[src/source/hp_dump_defines.svh]
`ifndef HP_DUMP_DEFINES_SVH
`define HP_DUMP_DEFINES_SVH

// internal bus word address and data widths
`define HP_ADDR_W       16
`define HP_DATA_W       32

// AXI HP port byte address width
`define HP_AXI_ADDR_W   32

// word address of the dump engine register block
`define HP_SLAVE_BASE   16'h0180

// register offsets within the block
`define HP_REG_STATUS   0
`define HP_REG_START    1
`define HP_REG_WINDOW   2
`define HP_REG_DEST     3

`endif

[src/source/hp_dump_pkg.sv]
`include "hp_dump_defines.svh"

package hp_dump_pkg;

    // internal bus word address and data
    typedef logic [`HP_ADDR_W-1:0] bus_addr_t;
    typedef logic [`HP_DATA_W-1:0] bus_data_t;

    // byte address on the AXI HP port
    typedef logic [`HP_AXI_ADDR_W-1:0] axi_addr_t;

    // one extra bit so a full 64k word window fits
    typedef logic [`HP_ADDR_W:0] word_count_t;

    typedef enum logic [1:0] {
        SEQ_IDLE,
        SEQ_READ,
        SEQ_WAIT_DATA,
        SEQ_HAND_OFF
    } seq_state_t;

    typedef enum logic [1:0] {
        WR_IDLE,
        WR_ADDRESS_DATA,
        WR_RESPONSE
    } wr_state_t;

endpackage

[src/source/hp_reg_decode.sv]
`timescale 1ns/1ns

`include "hp_dump_defines.svh"

module hp_reg_decode (
    input  logic                   bus,
    input  logic                   rst_n,
    input  hp_dump_pkg::bus_addr_t s_addr,
    input  logic                   s_wr,
    input  logic                   s_rd,
    input  hp_dump_pkg::bus_data_t s_wdata,
    input  logic                   fetch_done,
    input  logic                   write_done,
    input  logic                   resp_error,
    output hp_dump_pkg::bus_data_t s_rdata,
    output logic                   s_rvalid,
    output logic                   start,
    output hp_dump_pkg::bus_addr_t win_start,
    output hp_dump_pkg::bus_addr_t win_end,
    output hp_dump_pkg::axi_addr_t dest,
    output logic                   done
);
    import hp_dump_pkg::*;

    localparam bus_addr_t slave_base = `HP_SLAVE_BASE;

    bus_addr_t   offset;
    logic        in_block;
    logic        wr_hit;
    logic        busy;
    logic        error_flag;
    logic        fetch_seen;
    logic        last_write;
    word_count_t done_count;
    word_count_t dump_len;

    // addresses below the base wrap to a large offset
    assign offset   = s_addr - slave_base;
    assign in_block = (offset < bus_addr_t'(4));
    assign wr_hit   = s_wr && in_block;

    // only a valid window starts a dump, and only while idle
    assign start = wr_hit && (offset == bus_addr_t'(`HP_REG_START)) && s_wdata[0]
                   && !busy && (win_end >= win_start);

    // final response of the dump, all reads already handed off
    assign last_write = write_done && fetch_seen
                        && ((done_count + word_count_t'(1)) == dump_len);

    always_ff @(posedge bus) begin
        if (!rst_n) begin
            win_start <= '0;
            win_end   <= '0;
            dest      <= '0;
        end else if (wr_hit) begin
            if (offset == bus_addr_t'(`HP_REG_WINDOW)) begin
                win_end   <= s_wdata[31:16];
                win_start <= s_wdata[15:0];
            end
            if (offset == bus_addr_t'(`HP_REG_DEST)) begin
                dest <= s_wdata;
            end
        end
    end

    always_ff @(posedge bus) begin
        if (!rst_n) begin
            busy       <= 1'b0;
            error_flag <= 1'b0;
            fetch_seen <= 1'b0;
            done_count <= '0;
            dump_len   <= '0;
            done       <= 1'b0;
        end else begin
            done <= last_write;
            if (start) begin
                busy       <= 1'b1;
                error_flag <= 1'b0;
                fetch_seen <= 1'b0;
                done_count <= '0;
                dump_len   <= {1'b0, win_end} - {1'b0, win_start} + word_count_t'(1);
            end else begin
                if (fetch_done) begin
                    fetch_seen <= 1'b1;
                end
                if (write_done) begin
                    done_count <= done_count + word_count_t'(1);
                end
                // sticky until the next start
                if (resp_error) begin
                    error_flag <= 1'b1;
                end
                if (last_write) begin
                    busy <= 1'b0;
                end
            end
        end
    end

    always_ff @(posedge bus) begin
        if (!rst_n) begin
            s_rvalid <= 1'b0;
        end else begin
            s_rvalid <= s_rd && in_block;
        end
    end

    always_ff @(posedge bus) begin
        case (offset)
            `HP_REG_STATUS: s_rdata <= {busy, error_flag, 14'd0, done_count[15:0]};
            `HP_REG_START:  s_rdata <= {31'd0, busy};
            `HP_REG_WINDOW: s_rdata <= {win_end, win_start};
            `HP_REG_DEST:   s_rdata <= dest;
            default:        s_rdata <= '0;
        endcase
    end

    // no second start until the running dump reports done
    a_no_restart: assert property (@(posedge bus) disable iff (!rst_n)
        start |=> !start until done);

endmodule

[src/source/hp_read_sequencer.sv]
`timescale 1ns/1ns

module hp_read_sequencer (
    input  logic                     bus,
    input  logic                     rst_n,
    input  logic                     start,
    input  hp_dump_pkg::bus_addr_t   win_start,
    input  hp_dump_pkg::bus_addr_t   win_end,
    input  hp_dump_pkg::bus_data_t   m_rdata,
    input  logic                     m_rvalid,
    input  logic                     writer_busy,
    output hp_dump_pkg::bus_addr_t   m_addr,
    output logic                     m_rd,
    output logic                     word_strobe,
    output hp_dump_pkg::bus_data_t   word_data,
    output hp_dump_pkg::word_count_t word_index,
    output logic                     fetch_done
);
    import hp_dump_pkg::*;

    seq_state_t  state;
    bus_addr_t   cur_addr;
    bus_addr_t   end_addr;
    word_count_t fetch_idx;
    bus_data_t   hold_data;
    word_count_t hold_index;
    logic        last_word;

    assign m_rd        = (state == SEQ_READ);
    assign m_addr      = cur_addr;
    assign last_word   = (cur_addr == end_addr);
    // held word goes out as soon as the writer is free
    assign word_strobe = (state == SEQ_HAND_OFF) && !writer_busy;
    assign word_data   = hold_data;
    assign word_index  = hold_index;

    always_ff @(posedge bus) begin
        if (!rst_n) begin
            state      <= SEQ_IDLE;
            fetch_done <= 1'b0;
        end else begin
            fetch_done <= word_strobe && last_word;
            case (state)
                SEQ_IDLE: begin
                    if (start) begin
                        state <= SEQ_READ;
                    end
                end
                SEQ_READ: begin
                    state <= SEQ_WAIT_DATA;
                end
                SEQ_WAIT_DATA: begin
                    if (m_rvalid) begin
                        state <= SEQ_HAND_OFF;
                    end
                end
                SEQ_HAND_OFF: begin
                    if (!writer_busy) begin
                        state <= last_word ? SEQ_IDLE : SEQ_READ;
                    end
                end
                default: state <= SEQ_IDLE;
            endcase
        end
    end

    // window walk and fetched word
    always_ff @(posedge bus) begin
        if (state == SEQ_IDLE && start) begin
            cur_addr  <= win_start;
            end_addr  <= win_end;
            fetch_idx <= '0;
        end else if (word_strobe && !last_word) begin
            cur_addr  <= cur_addr + bus_addr_t'(1);
            fetch_idx <= fetch_idx + word_count_t'(1);
        end
        if (state == SEQ_WAIT_DATA && m_rvalid) begin
            hold_data  <= m_rdata;
            hold_index <= fetch_idx;
        end
    end

    // single outstanding read on the master port
    a_one_read: assert property (@(posedge bus) disable iff (!rst_n)
        m_rd |=> !m_rd until m_rvalid);

endmodule

[src/source/hp_axi_writer.sv]
`timescale 1ns/1ns

`include "hp_dump_defines.svh"

module hp_axi_writer (
    input  logic                     bus,
    input  logic                     rst_n,
    input  hp_dump_pkg::axi_addr_t   dest,
    input  logic                     word_strobe,
    input  hp_dump_pkg::bus_data_t   word_data,
    input  hp_dump_pkg::word_count_t word_index,
    input  logic                     awready,
    input  logic                     wready,
    input  logic [1:0]               bresp,
    input  logic                     bvalid,
    output hp_dump_pkg::axi_addr_t   awaddr,
    output logic                     awvalid,
    output hp_dump_pkg::bus_data_t   wdata,
    output logic [`HP_DATA_W/8-1:0]  wstrb,
    output logic                     wlast,
    output logic                     wvalid,
    output logic                     bready,
    output logic                     writer_busy,
    output logic                     write_done,
    output logic                     resp_error
);
    import hp_dump_pkg::*;

    wr_state_t state;
    logic      aw_clear;
    logic      w_clear;

    // single beat, full word writes
    assign wstrb = '1;
    assign wlast = 1'b1;

    assign bready      = (state == WR_RESPONSE);
    assign writer_busy = (state != WR_IDLE);
    assign write_done  = (state == WR_RESPONSE) && bvalid;
    // slverr and decerr are only flagged
    assign resp_error  = write_done && (bresp != 2'b00);

    // channel done once accepted now or earlier
    assign aw_clear = !awvalid || awready;
    assign w_clear  = !wvalid || wready;

    always_ff @(posedge bus) begin
        if (!rst_n) begin
            state   <= WR_IDLE;
            awvalid <= 1'b0;
            wvalid  <= 1'b0;
        end else begin
            case (state)
                WR_IDLE: begin
                    if (word_strobe) begin
                        awvalid <= 1'b1;
                        wvalid  <= 1'b1;
                        state   <= WR_ADDRESS_DATA;
                    end
                end
                WR_ADDRESS_DATA: begin
                    if (awready) begin
                        awvalid <= 1'b0;
                    end
                    if (wready) begin
                        wvalid <= 1'b0;
                    end
                    if (aw_clear && w_clear) begin
                        state <= WR_RESPONSE;
                    end
                end
                WR_RESPONSE: begin
                    if (bvalid) begin
                        state <= WR_IDLE;
                    end
                end
                default: state <= WR_IDLE;
            endcase
        end
    end

    // consecutive 32-bit words from the destination
    always_ff @(posedge bus) begin
        if (state == WR_IDLE && word_strobe) begin
            awaddr <= dest + (axi_addr_t'(word_index) << 2);
            wdata  <= word_data;
        end
    end

    a_aw_hold: assert property (@(posedge bus) disable iff (!rst_n)
        awvalid && !awready |=> awvalid && $stable(awaddr));

    a_w_hold: assert property (@(posedge bus) disable iff (!rst_n)
        wvalid && !wready |=> wvalid && $stable(wdata));

endmodule

[src/source/hp_dump_top.sv]
`timescale 1ns/1ns

`include "hp_dump_defines.svh"

module hp_dump_top (
    input  logic                    bus,
    input  logic                    rst_n,
    // register slave port
    input  hp_dump_pkg::bus_addr_t  s_addr,
    input  logic                    s_wr,
    input  logic                    s_rd,
    input  hp_dump_pkg::bus_data_t  s_wdata,
    output hp_dump_pkg::bus_data_t  s_rdata,
    output logic                    s_rvalid,
    // internal bus master port
    output hp_dump_pkg::bus_addr_t  m_addr,
    output logic                    m_rd,
    input  hp_dump_pkg::bus_data_t  m_rdata,
    input  logic                    m_rvalid,
    // AXI HP write channels
    output hp_dump_pkg::axi_addr_t  awaddr,
    output logic                    awvalid,
    input  logic                    awready,
    output hp_dump_pkg::bus_data_t  wdata,
    output logic [`HP_DATA_W/8-1:0] wstrb,
    output logic                    wlast,
    output logic                    wvalid,
    input  logic                    wready,
    input  logic [1:0]              bresp,
    input  logic                    bvalid,
    output logic                    bready,
    output logic                    done
);
    import hp_dump_pkg::*;

    logic        start;
    bus_addr_t   win_start;
    bus_addr_t   win_end;
    axi_addr_t   dest;
    logic        fetch_done;
    logic        write_done;
    logic        resp_error;
    logic        writer_busy;
    logic        word_strobe;
    bus_data_t   word_data;
    word_count_t word_index;

    hp_reg_decode hp_reg_decode_i (
        .bus        (bus),
        .rst_n      (rst_n),
        .s_addr     (s_addr),
        .s_wr       (s_wr),
        .s_rd       (s_rd),
        .s_wdata    (s_wdata),
        .fetch_done (fetch_done),
        .write_done (write_done),
        .resp_error (resp_error),
        .s_rdata    (s_rdata),
        .s_rvalid   (s_rvalid),
        .start      (start),
        .win_start  (win_start),
        .win_end    (win_end),
        .dest       (dest),
        .done       (done)
    );

    hp_read_sequencer hp_read_sequencer_i (
        .bus         (bus),
        .rst_n       (rst_n),
        .start       (start),
        .win_start   (win_start),
        .win_end     (win_end),
        .m_rdata     (m_rdata),
        .m_rvalid    (m_rvalid),
        .writer_busy (writer_busy),
        .m_addr      (m_addr),
        .m_rd        (m_rd),
        .word_strobe (word_strobe),
        .word_data   (word_data),
        .word_index  (word_index),
        .fetch_done  (fetch_done)
    );

    hp_axi_writer hp_axi_writer_i (
        .bus         (bus),
        .rst_n       (rst_n),
        .dest        (dest),
        .word_strobe (word_strobe),
        .word_data   (word_data),
        .word_index  (word_index),
        .awready     (awready),
        .wready      (wready),
        .bresp       (bresp),
        .bvalid      (bvalid),
        .awaddr      (awaddr),
        .awvalid     (awvalid),
        .wdata       (wdata),
        .wstrb       (wstrb),
        .wlast       (wlast),
        .wvalid      (wvalid),
        .bready      (bready),
        .writer_busy (writer_busy),
        .write_done  (write_done),
        .resp_error  (resp_error)
    );

endmodule

[config.mk]
export PLATFORM = sky130hd
export DESIGN_NAME = hp_dump_top
export DESIGN_NICKNAME = d
export VERILOG_FILES = /design/src/source/hp_dump_pkg.sv /design/src/source/hp_reg_decode.sv /design/src/source/hp_read_sequencer.sv /design/src/source/hp_axi_writer.sv /design/src/source/hp_dump_top.sv
export VERILOG_INCLUDE_DIRS = /design/src /design/src/source
export SDC_FILE = /design/constraint.sdc
export NUM_CORES = 1
export LEC_CHECK = 0
export ABC_AREA = 1
export BUFFER_PORTS_ARGS = -buffer_cell sky130_fd_sc_hd__buf_4
export CAP_MARGIN = 5
export CORE_MARGIN = 4
export CORE_UTILIZATION = 50
export DETAILED_ROUTE_END_ITERATION = 10
export PLACE_DENSITY = 0.73
export SYNTH_ARGS = -nofsm -noshare
export SYNTH_HDL_FRONTEND = slang
export SYNTH_SLANG_ARGS = --single-unit
[constraint.sdc]
create_clock -name bus -period 4 [get_ports bus]
set_input_delay 0.8 -clock bus [delete_from_list [all_inputs] [get_ports bus]]
set_output_delay 0.8 -clock bus [all_outputs]
set_load 0.005 [all_outputs]
==> reports/qor.yml, run 1 <==
outcome: "finished clean"
grt_pass1_vias: 11160
max_freq_ghz: 0.321
drv_cap: 0
setup_viol: 0
final_nets: 1929
start_util_pct: 51.0
p_seq_share_pct: 51.1
critPathArrivalTime_ns: 3.38
cts.path.max_buffers: 3
hold_buffers: 0
worstSetupPathType: "reg2reg"
yosysWarnings: 0
top_layer: "met4"
power_frac_clock_pct: 46.7
clock_latency_ns: 0.52
rsz0062_at_grt: "no"
fillers: 2345
powerDensity_nw_per_um2: 367
synth-adder-area-share_pct: 6.34
route.met3.wl_um: 2970
critPathRequiredTime_ns: 4.26
cts_resized: 0
dpl.hpwl_um: 29900
finalMaxSlewViolations: 0
area.sequential_um2: 7540
synth.most_common_cell: "nand2_1"
synth_compound_area_share_pct: 12.5
grtUsageTotal_pct: 24.9
rows: 61
ant_nets: 0
wire_per_inst_um: 18.3
die_x_um: 177
grt_pass1_wl_um: 61600
cts_inserted_buffers: 34
synth-simple-area-share_pct: 15.1
comb_power_share_pct: 2.2
ys_seq_elements: 304
p_leak_nw: 7.09
crit_path_start_kind: "flop"
first_pass_iters: 6
grt_max_degree: 74
grt_overflow: 0
multiInputGateArea_um2: 5640
crit_fanout: 36
worst_pin_slew_ns: 1.08
n_antenna_cell: 0
drt-initial-drc-count: 1183
clockRootBuffer: "clkbuf_16"
met1_length_um: 17300
grt_antenna_before_repair: 0
synthToLayoutAreaGrowth_pct: 20.8
switchingPower_mw: 1.32
clk_pin_slew_ns: 0.06
htreeDepth: 2
cts_setup_buffers: 0
drive_gt1_share_pct: 16.3
postPlaceCellArea_um2: 16200
clock-sinks: 304
synth_top_area_share_pct: 30.5
gp_congestion: 0.980
via_count: 11666
wirelength_um: 39800
switching_share_pct: 20.8
synth_area_per_cell_um2: 9.15
synth_cell_types: 56
cts_tree: "built"
wl_met2_um: 18500
synth_top_family_by_area: "simple AND/OR/NAND/NOR gates"
hold_violations: 0
fin_tns_setup_ns: 0
portBuffers: 207
synthXorXnorAreaFrac_pct: 5.39
ys_seq_area_share_pct: 52.8
post-route-period-util_pct: 78.0
maxSlewHeadroom_pct: 27.8
drc: 0
async_flop_share_pct: 0
min_path_type: "reg2reg"
viasPerCell: 5.37
die_h_um: 177
die_area_um2: 31300
io_pins: 213
cp-end-kind: "flop"
muxShareOfSynthArea_pct: 0
finish.instance_area_um2: 17200
fin_crit_ns: 3.12
synthTopCellsByCount: "nand2_1 (266), inv_1 (226), dfxtp_1 (159), edfxtp_1 (145), a21oi_1 (127)"
ys_top_cells_by_area: "edfxtp_1 (30%), dfxtp_1 (22%), nand2_1 (7.0%), inv_1 (5.9%), ha_1 (5.1%)"
internal-power_mw: 5.01
ir_worst_vdd_uv: 245
syn_area_um2: 14300
core_area_um2: 28000
netlist_instances: 1561
fin_skew_ns: 0.0243
synth_edf_count: 145
synth_top_area_cell: "edfxtp_1"
synth-main-ff-cell: "dfxtp_1"
layer usage:
layer | GRT usage (%) | up-vias
met5 | 0 | -
met4 | 7.16 | 0
met3 | 4.17 | 71
met2 | 40.5 | 471
met1 | 34.7 | 5499
li1 | - | 5625
path summary, 6_finish.rpt:
check | from | endpoint | slack [ns] | cells after the start
worst max register to register | hp_reg_decode_i.win_end[2] | hp_read_sequencer_i.m_addr[13] | 0.88 | 15
worst min register to register | hp_read_sequencer_i.word_data[24] | hp_axi_writer_i.wdata[24] | 0.41 | 0
worst max-delay path | hp_reg_decode_i.win_end[2] | hp_read_sequencer_i.m_addr[13] | 0.88 | 15
worst min-delay path | hp_read_sequencer_i.word_data[24] | hp_axi_writer_i.wdata[24] | 0.41 | 0
cells in the final DEF, fill, tap and decap left out, types with 5 or more instances in the layout:
master and instances:
nand2_1 266, inv_1 224, buf_4 219, dfxtp_1 159, edfxtp_1 145, a21oi_1 127
o21ai_0 117, nor2_1 91, nand3_1 69, ha_1 58, xor2_1 50, xnor2_1 36
clkbuf_16 36, nor3_1 31, nand4_1 20, a31oi_1 14, a211oi_1 10, o22ai_1 10
fa_1 9, clkbuf_1 9, o21ai_1 7, a221oi_1 6, inv_2 5, o32ai_1 5
conb_1 5, clkinv_2 5
power groups by stage:
| stage | registers [mW] | clock network (mW) | logic [mW] |
|---|---|---|---|
| global placement | 3.30 | 0 | 0.135 |
| detailed placement | 3.30 | 0 | 0.137 |
| CTS | 3.23 | 2.99 | 0.138 |
| floorplan | 3.30 | 0 | 0.0490 |
| finish | 3.23 | 2.96 | 0.139 |
| global route | 3.23 | 3.10 | 0.150 |
logic make-up after synthesis:
| group | Yosys count |
|---|---|
| simple gates | 499 |
| compound gates | 322 |
| flops | 304 |
| buf+inv | 281 |
| xor+xnor | 87 |
| fa+ha+maj | 67 |
| other cells | 1 |
registers in the layout, indices dropped and copies added, names as in the netlist:
| signal | flops |
|---|---|
| hp_read_sequencer_i.m_addr | 16 |
| hp_reg_decode_i.win_end | 16 |
| hp_reg_decode_i.s_rvalid | 1 |
| hp_reg_decode_i.dest | 32 |
| hp_read_sequencer_i.state | 2 |
| hp_axi_writer_i.wvalid | 1 |
| hp_axi_writer_i.awvalid | 1 |
| hp_reg_decode_i.busy | 1 |
| hp_read_sequencer_i.word_data | 32 |
| hp_reg_decode_i.dump_len | 17 |
| hp_read_sequencer_i.fetch_idx | 17 |
| hp_axi_writer_i.wdata | 32 |
| hp_read_sequencer_i.word_index | 17 |
| hp_reg_decode_i.done | 1 |
| hp_reg_decode_i.done_count | 17 |
| hp_read_sequencer_i.fetch_done | 1 |
| hp_axi_writer_i.state | 2 |
| hp_reg_decode_i.error_flag | 1 |
| hp_read_sequencer_i.end_addr | 16 |
| hp_reg_decode_i.s_rdata | 32 |
| hp_reg_decode_i.win_start | 16 |
| hp_reg_decode_i.fetch_seen | 1 |
| hp_axi_writer_i.awaddr | 32 |
cell type report:
cell class | instances | area share [%]
Clock buffer | 49 | 5.69
Clock inverter | 11 | 0.384
Inverter | 231 | 5.03
Multi-Input combinational cell | 980 | 32.7
Sequential cell | 304 | 43.7
Tap cell | 378 | 2.74
Timing Repair Buffer | 221 | 9.76
worst max-delay path, stage by stage, from the launching register on:
cell	delay, ns
dfxtp_1	0.49
ha_1	0.22
inv_1	0.06
fa_1	0.36
o21ai_0	0.10
nand2_1	0.07
o211ai_1	0.08
nand2_1	0.07
nand3_1	0.14
nand2_2	0.17
inv_2	0.10
nand2_2	0.20
inv_2	0.53
nand2_1	0.10
o21ai_1	0.12
inv_1	0.05
per-stage QoR:
step | power (mW) | hold WS (ns) | worst slack, ns | util, % | cells
floorplan | 3.35 | 0.400 | 0.719 | - | 1565
global placement | 3.44 | 0.400 | 0.733 | 57.8 | 2114
detailed placement | 3.44 | 0.405 | 0.656 | 57.8 | 2114
CTS | 6.36 | 0.416 | 0.907 | 61.6 | 2174
global route | 6.48 | 0.422 | 0.544 | 61.6 | 2174
finish | 6.33 | 0.414 | 0.881 | 61.6 | 2174
No activity file was read; power rests on OpenSTA's default activity.
==> inputs of run 2 (changes only) <==
==> constraint.sdc (replaced) <==
create_clock -name bus -period 3.22 [get_ports bus]
set_input_delay 0.644 -clock bus [delete_from_list [all_inputs] [get_ports bus]]
set_output_delay 0.644 -clock bus [all_outputs]
set_load 0.005 [all_outputs]
==> run 2 against run 1 <==
Clock-buffer cell count is 3 lower. Combinational power increased by 27%. Routed wire length rose by 1.5%. Cell area up 0.62%. Worst setup slack got worse by 0.51 ns. Utilization increased by 0.38 points.
==> reports/qor.yml, run 2 (synthesized netlist as in run 1, its figures left out) <==
max_freq_ghz: 0.351
min_path_type: "in2reg"
finalMaxSlewViolations: 0
rows: 61
clockRootBuffer: "clkbuf_16"
die_area_um2: 31300
max_stage_delay_ns: 0.40
n_antenna_cell: 0
final_common_cell: "nand2_1"
cts_inserted_buffers: 31
io_pins: 213
holdWs_ns: 0.252
clock_latency_ns: 0.57
path_cells: "inv_1, ha_1, inv_1, ha_1, inv_1, fa_1, o21ai_0, a21oi_1, o21ai_0, nand2_1, nand2_1, xor2_1, o21ai_0"
grt_max_degree: 66
hold_buffers: 0
clk_pin_slew_ns: 0.06
crit_path_start_kind: "flop"
clock-sinks: 304
start_util_pct: 51.0
ir_worst_vdd_uv: 533
critPathArrivalTime_ns: 3.29
drv_cap: 0
cts.path.max_buffers: 3
wire_per_inst_um: 18.5
drive_gt1_share_pct: 17.1
critPathRequiredTime_ns: 3.66
powerDensity_nw_per_um2: 451
fin_tns_setup_ns: 0
grt_antenna_before_repair: 0
wirelength_um: 40400
fin_crit_ns: 2.85
dpl.hpwl_um: 31000
final_nets: 1941
setup_viol: 0
via_count: 11813
core_area_um2: 28000
cts_setup_buffers: 0
portBuffers: 207
fin_skew_ns: 0.00782
grt_pass1_vias: 11431
cpMaxStageDelayCell: "dfxtp_1"
outcome: "finished clean"
total_power_mw: 7.82
maxSlewHeadroom_pct: 40.4
cts_tree: "built"
drt-initial-drc-count: 1201
grt_overflow: 0
worst_pin_slew_ns: 0.894
htreeDepth: 1
drc: 0
final_cell_mix: "nand2_1 (266), buf_4 (234), inv_1 (224)"
ant_nets: 0
synthToLayoutAreaGrowth_pct: 21.5
rsz0062_at_grt: "no"
p_leak_nw: 7.16
cp-end-kind: "flop"
post-route-period-util_pct: 88.6
worstSetupPathType: "reg2reg"
first_pass_iters: 6
viasPerCell: 5.40
grt_pass1_wl_um: 62400
gp_congestion: 0.987
die_h_um: 177
cts_resized: 0
grtUsageTotal_pct: 25.4
hold_violations: 0
die_x_um: 177
crit_fanout: 5
-- run 2: changes by cell type in the layout (fill, tap and decap cells not counted) --
| cell | previous run | this run |
|---|---|---|
| clkbuf_4 | 0 | 1 |
| inv_6 | 2 | 0 |
| clkinv_4 | 1 | 0 |
| buf_4 | 219 | 234 |
| clkbuf_16 | 36 | 32 |
| clkbuf_8 | 3 | 5 |
| clkbuf_1 | 9 | 7 |
| inv_2 | 5 | 4 |
| clkinv_2 | 5 | 6 |
| clkinv_1 | 4 | 3 |
| bufinv_16 | 0 | 2 |
| inv_16 | 0 | 1 |
| clkinvlp_4 | 1 | 3 |
-- run 2: critical path: cells and delay by family, from the launching register on --
| kind | cells | cell delay [ns] |
|---|---|---|
| compound gates | 4 | 0.95 |
| flops | 1 | 0.40 |
| simple gates | 2 | 0.16 |
| buf+inv | 3 | 0.21 |
| xor+xnor | 1 | 0.14 |
| fa+ha+maj | 3 | 0.86 |
-- run 2: through the flow --
step	worst slack, ns	utilization (%)	instances	cell area, um^2
after global placement	0.413	58.3	2129	16300
after global routing	0.0908	62.0	2187	17400
after CTS	0.378	62.0	2187	17400
final	0.368	62.0	2187	17400
after detailed placement	0.371	58.3	2129	16300
after floorplan	0.390	-	1565	14300
-- run 2: per-layer routing --
metal / part of all wire [%] / global-route usage, %
met1: 42 / 34.8
met2: 45 / 40.1
met3: 8.6 / 5.23
met5: 0 / 0
met4: 4.0 / 9.41
-- run 2: cell type report --
cell class	count	area, um^2
well taps	378	473
fillers	2386	10700
repair buffers	236	1800
inverters	231	871
flip-flops and latches	304	7540
clock inverters	12	129
clock buffers	46	908
multi-input cells	980	5640
-- run 2: power breakdown --
group | switching [mW] | internal (mW) | total (mW) | leakage (nW)
Combinational | 0.0914 | 0.0860 | 0.177 | 4.27
Clock | 1.50 | 2.12 | 3.62 | 0.511
Sequential | 0.0000330 | 4.02 | 4.02 | 2.38
-- run 2: path summary, 6_finish.rpt --
kind / to / slack, ns / cells after the start / from
max reg2reg: hp_reg_decode_i.dump_len[11] / 0.37 / 13 / hp_reg_decode_i.win_end[1]
min reg2reg: hp_axi_writer_i.wdata[21] / 0.41 / 0 / hp_read_sequencer_i.word_data[21]
max: hp_reg_decode_i.dump_len[11] / 0.37 / 13 / hp_reg_decode_i.win_end[1]
min: hp_read_sequencer_i.word_data[24] / 0.25 / 1 / m_rdata[24]
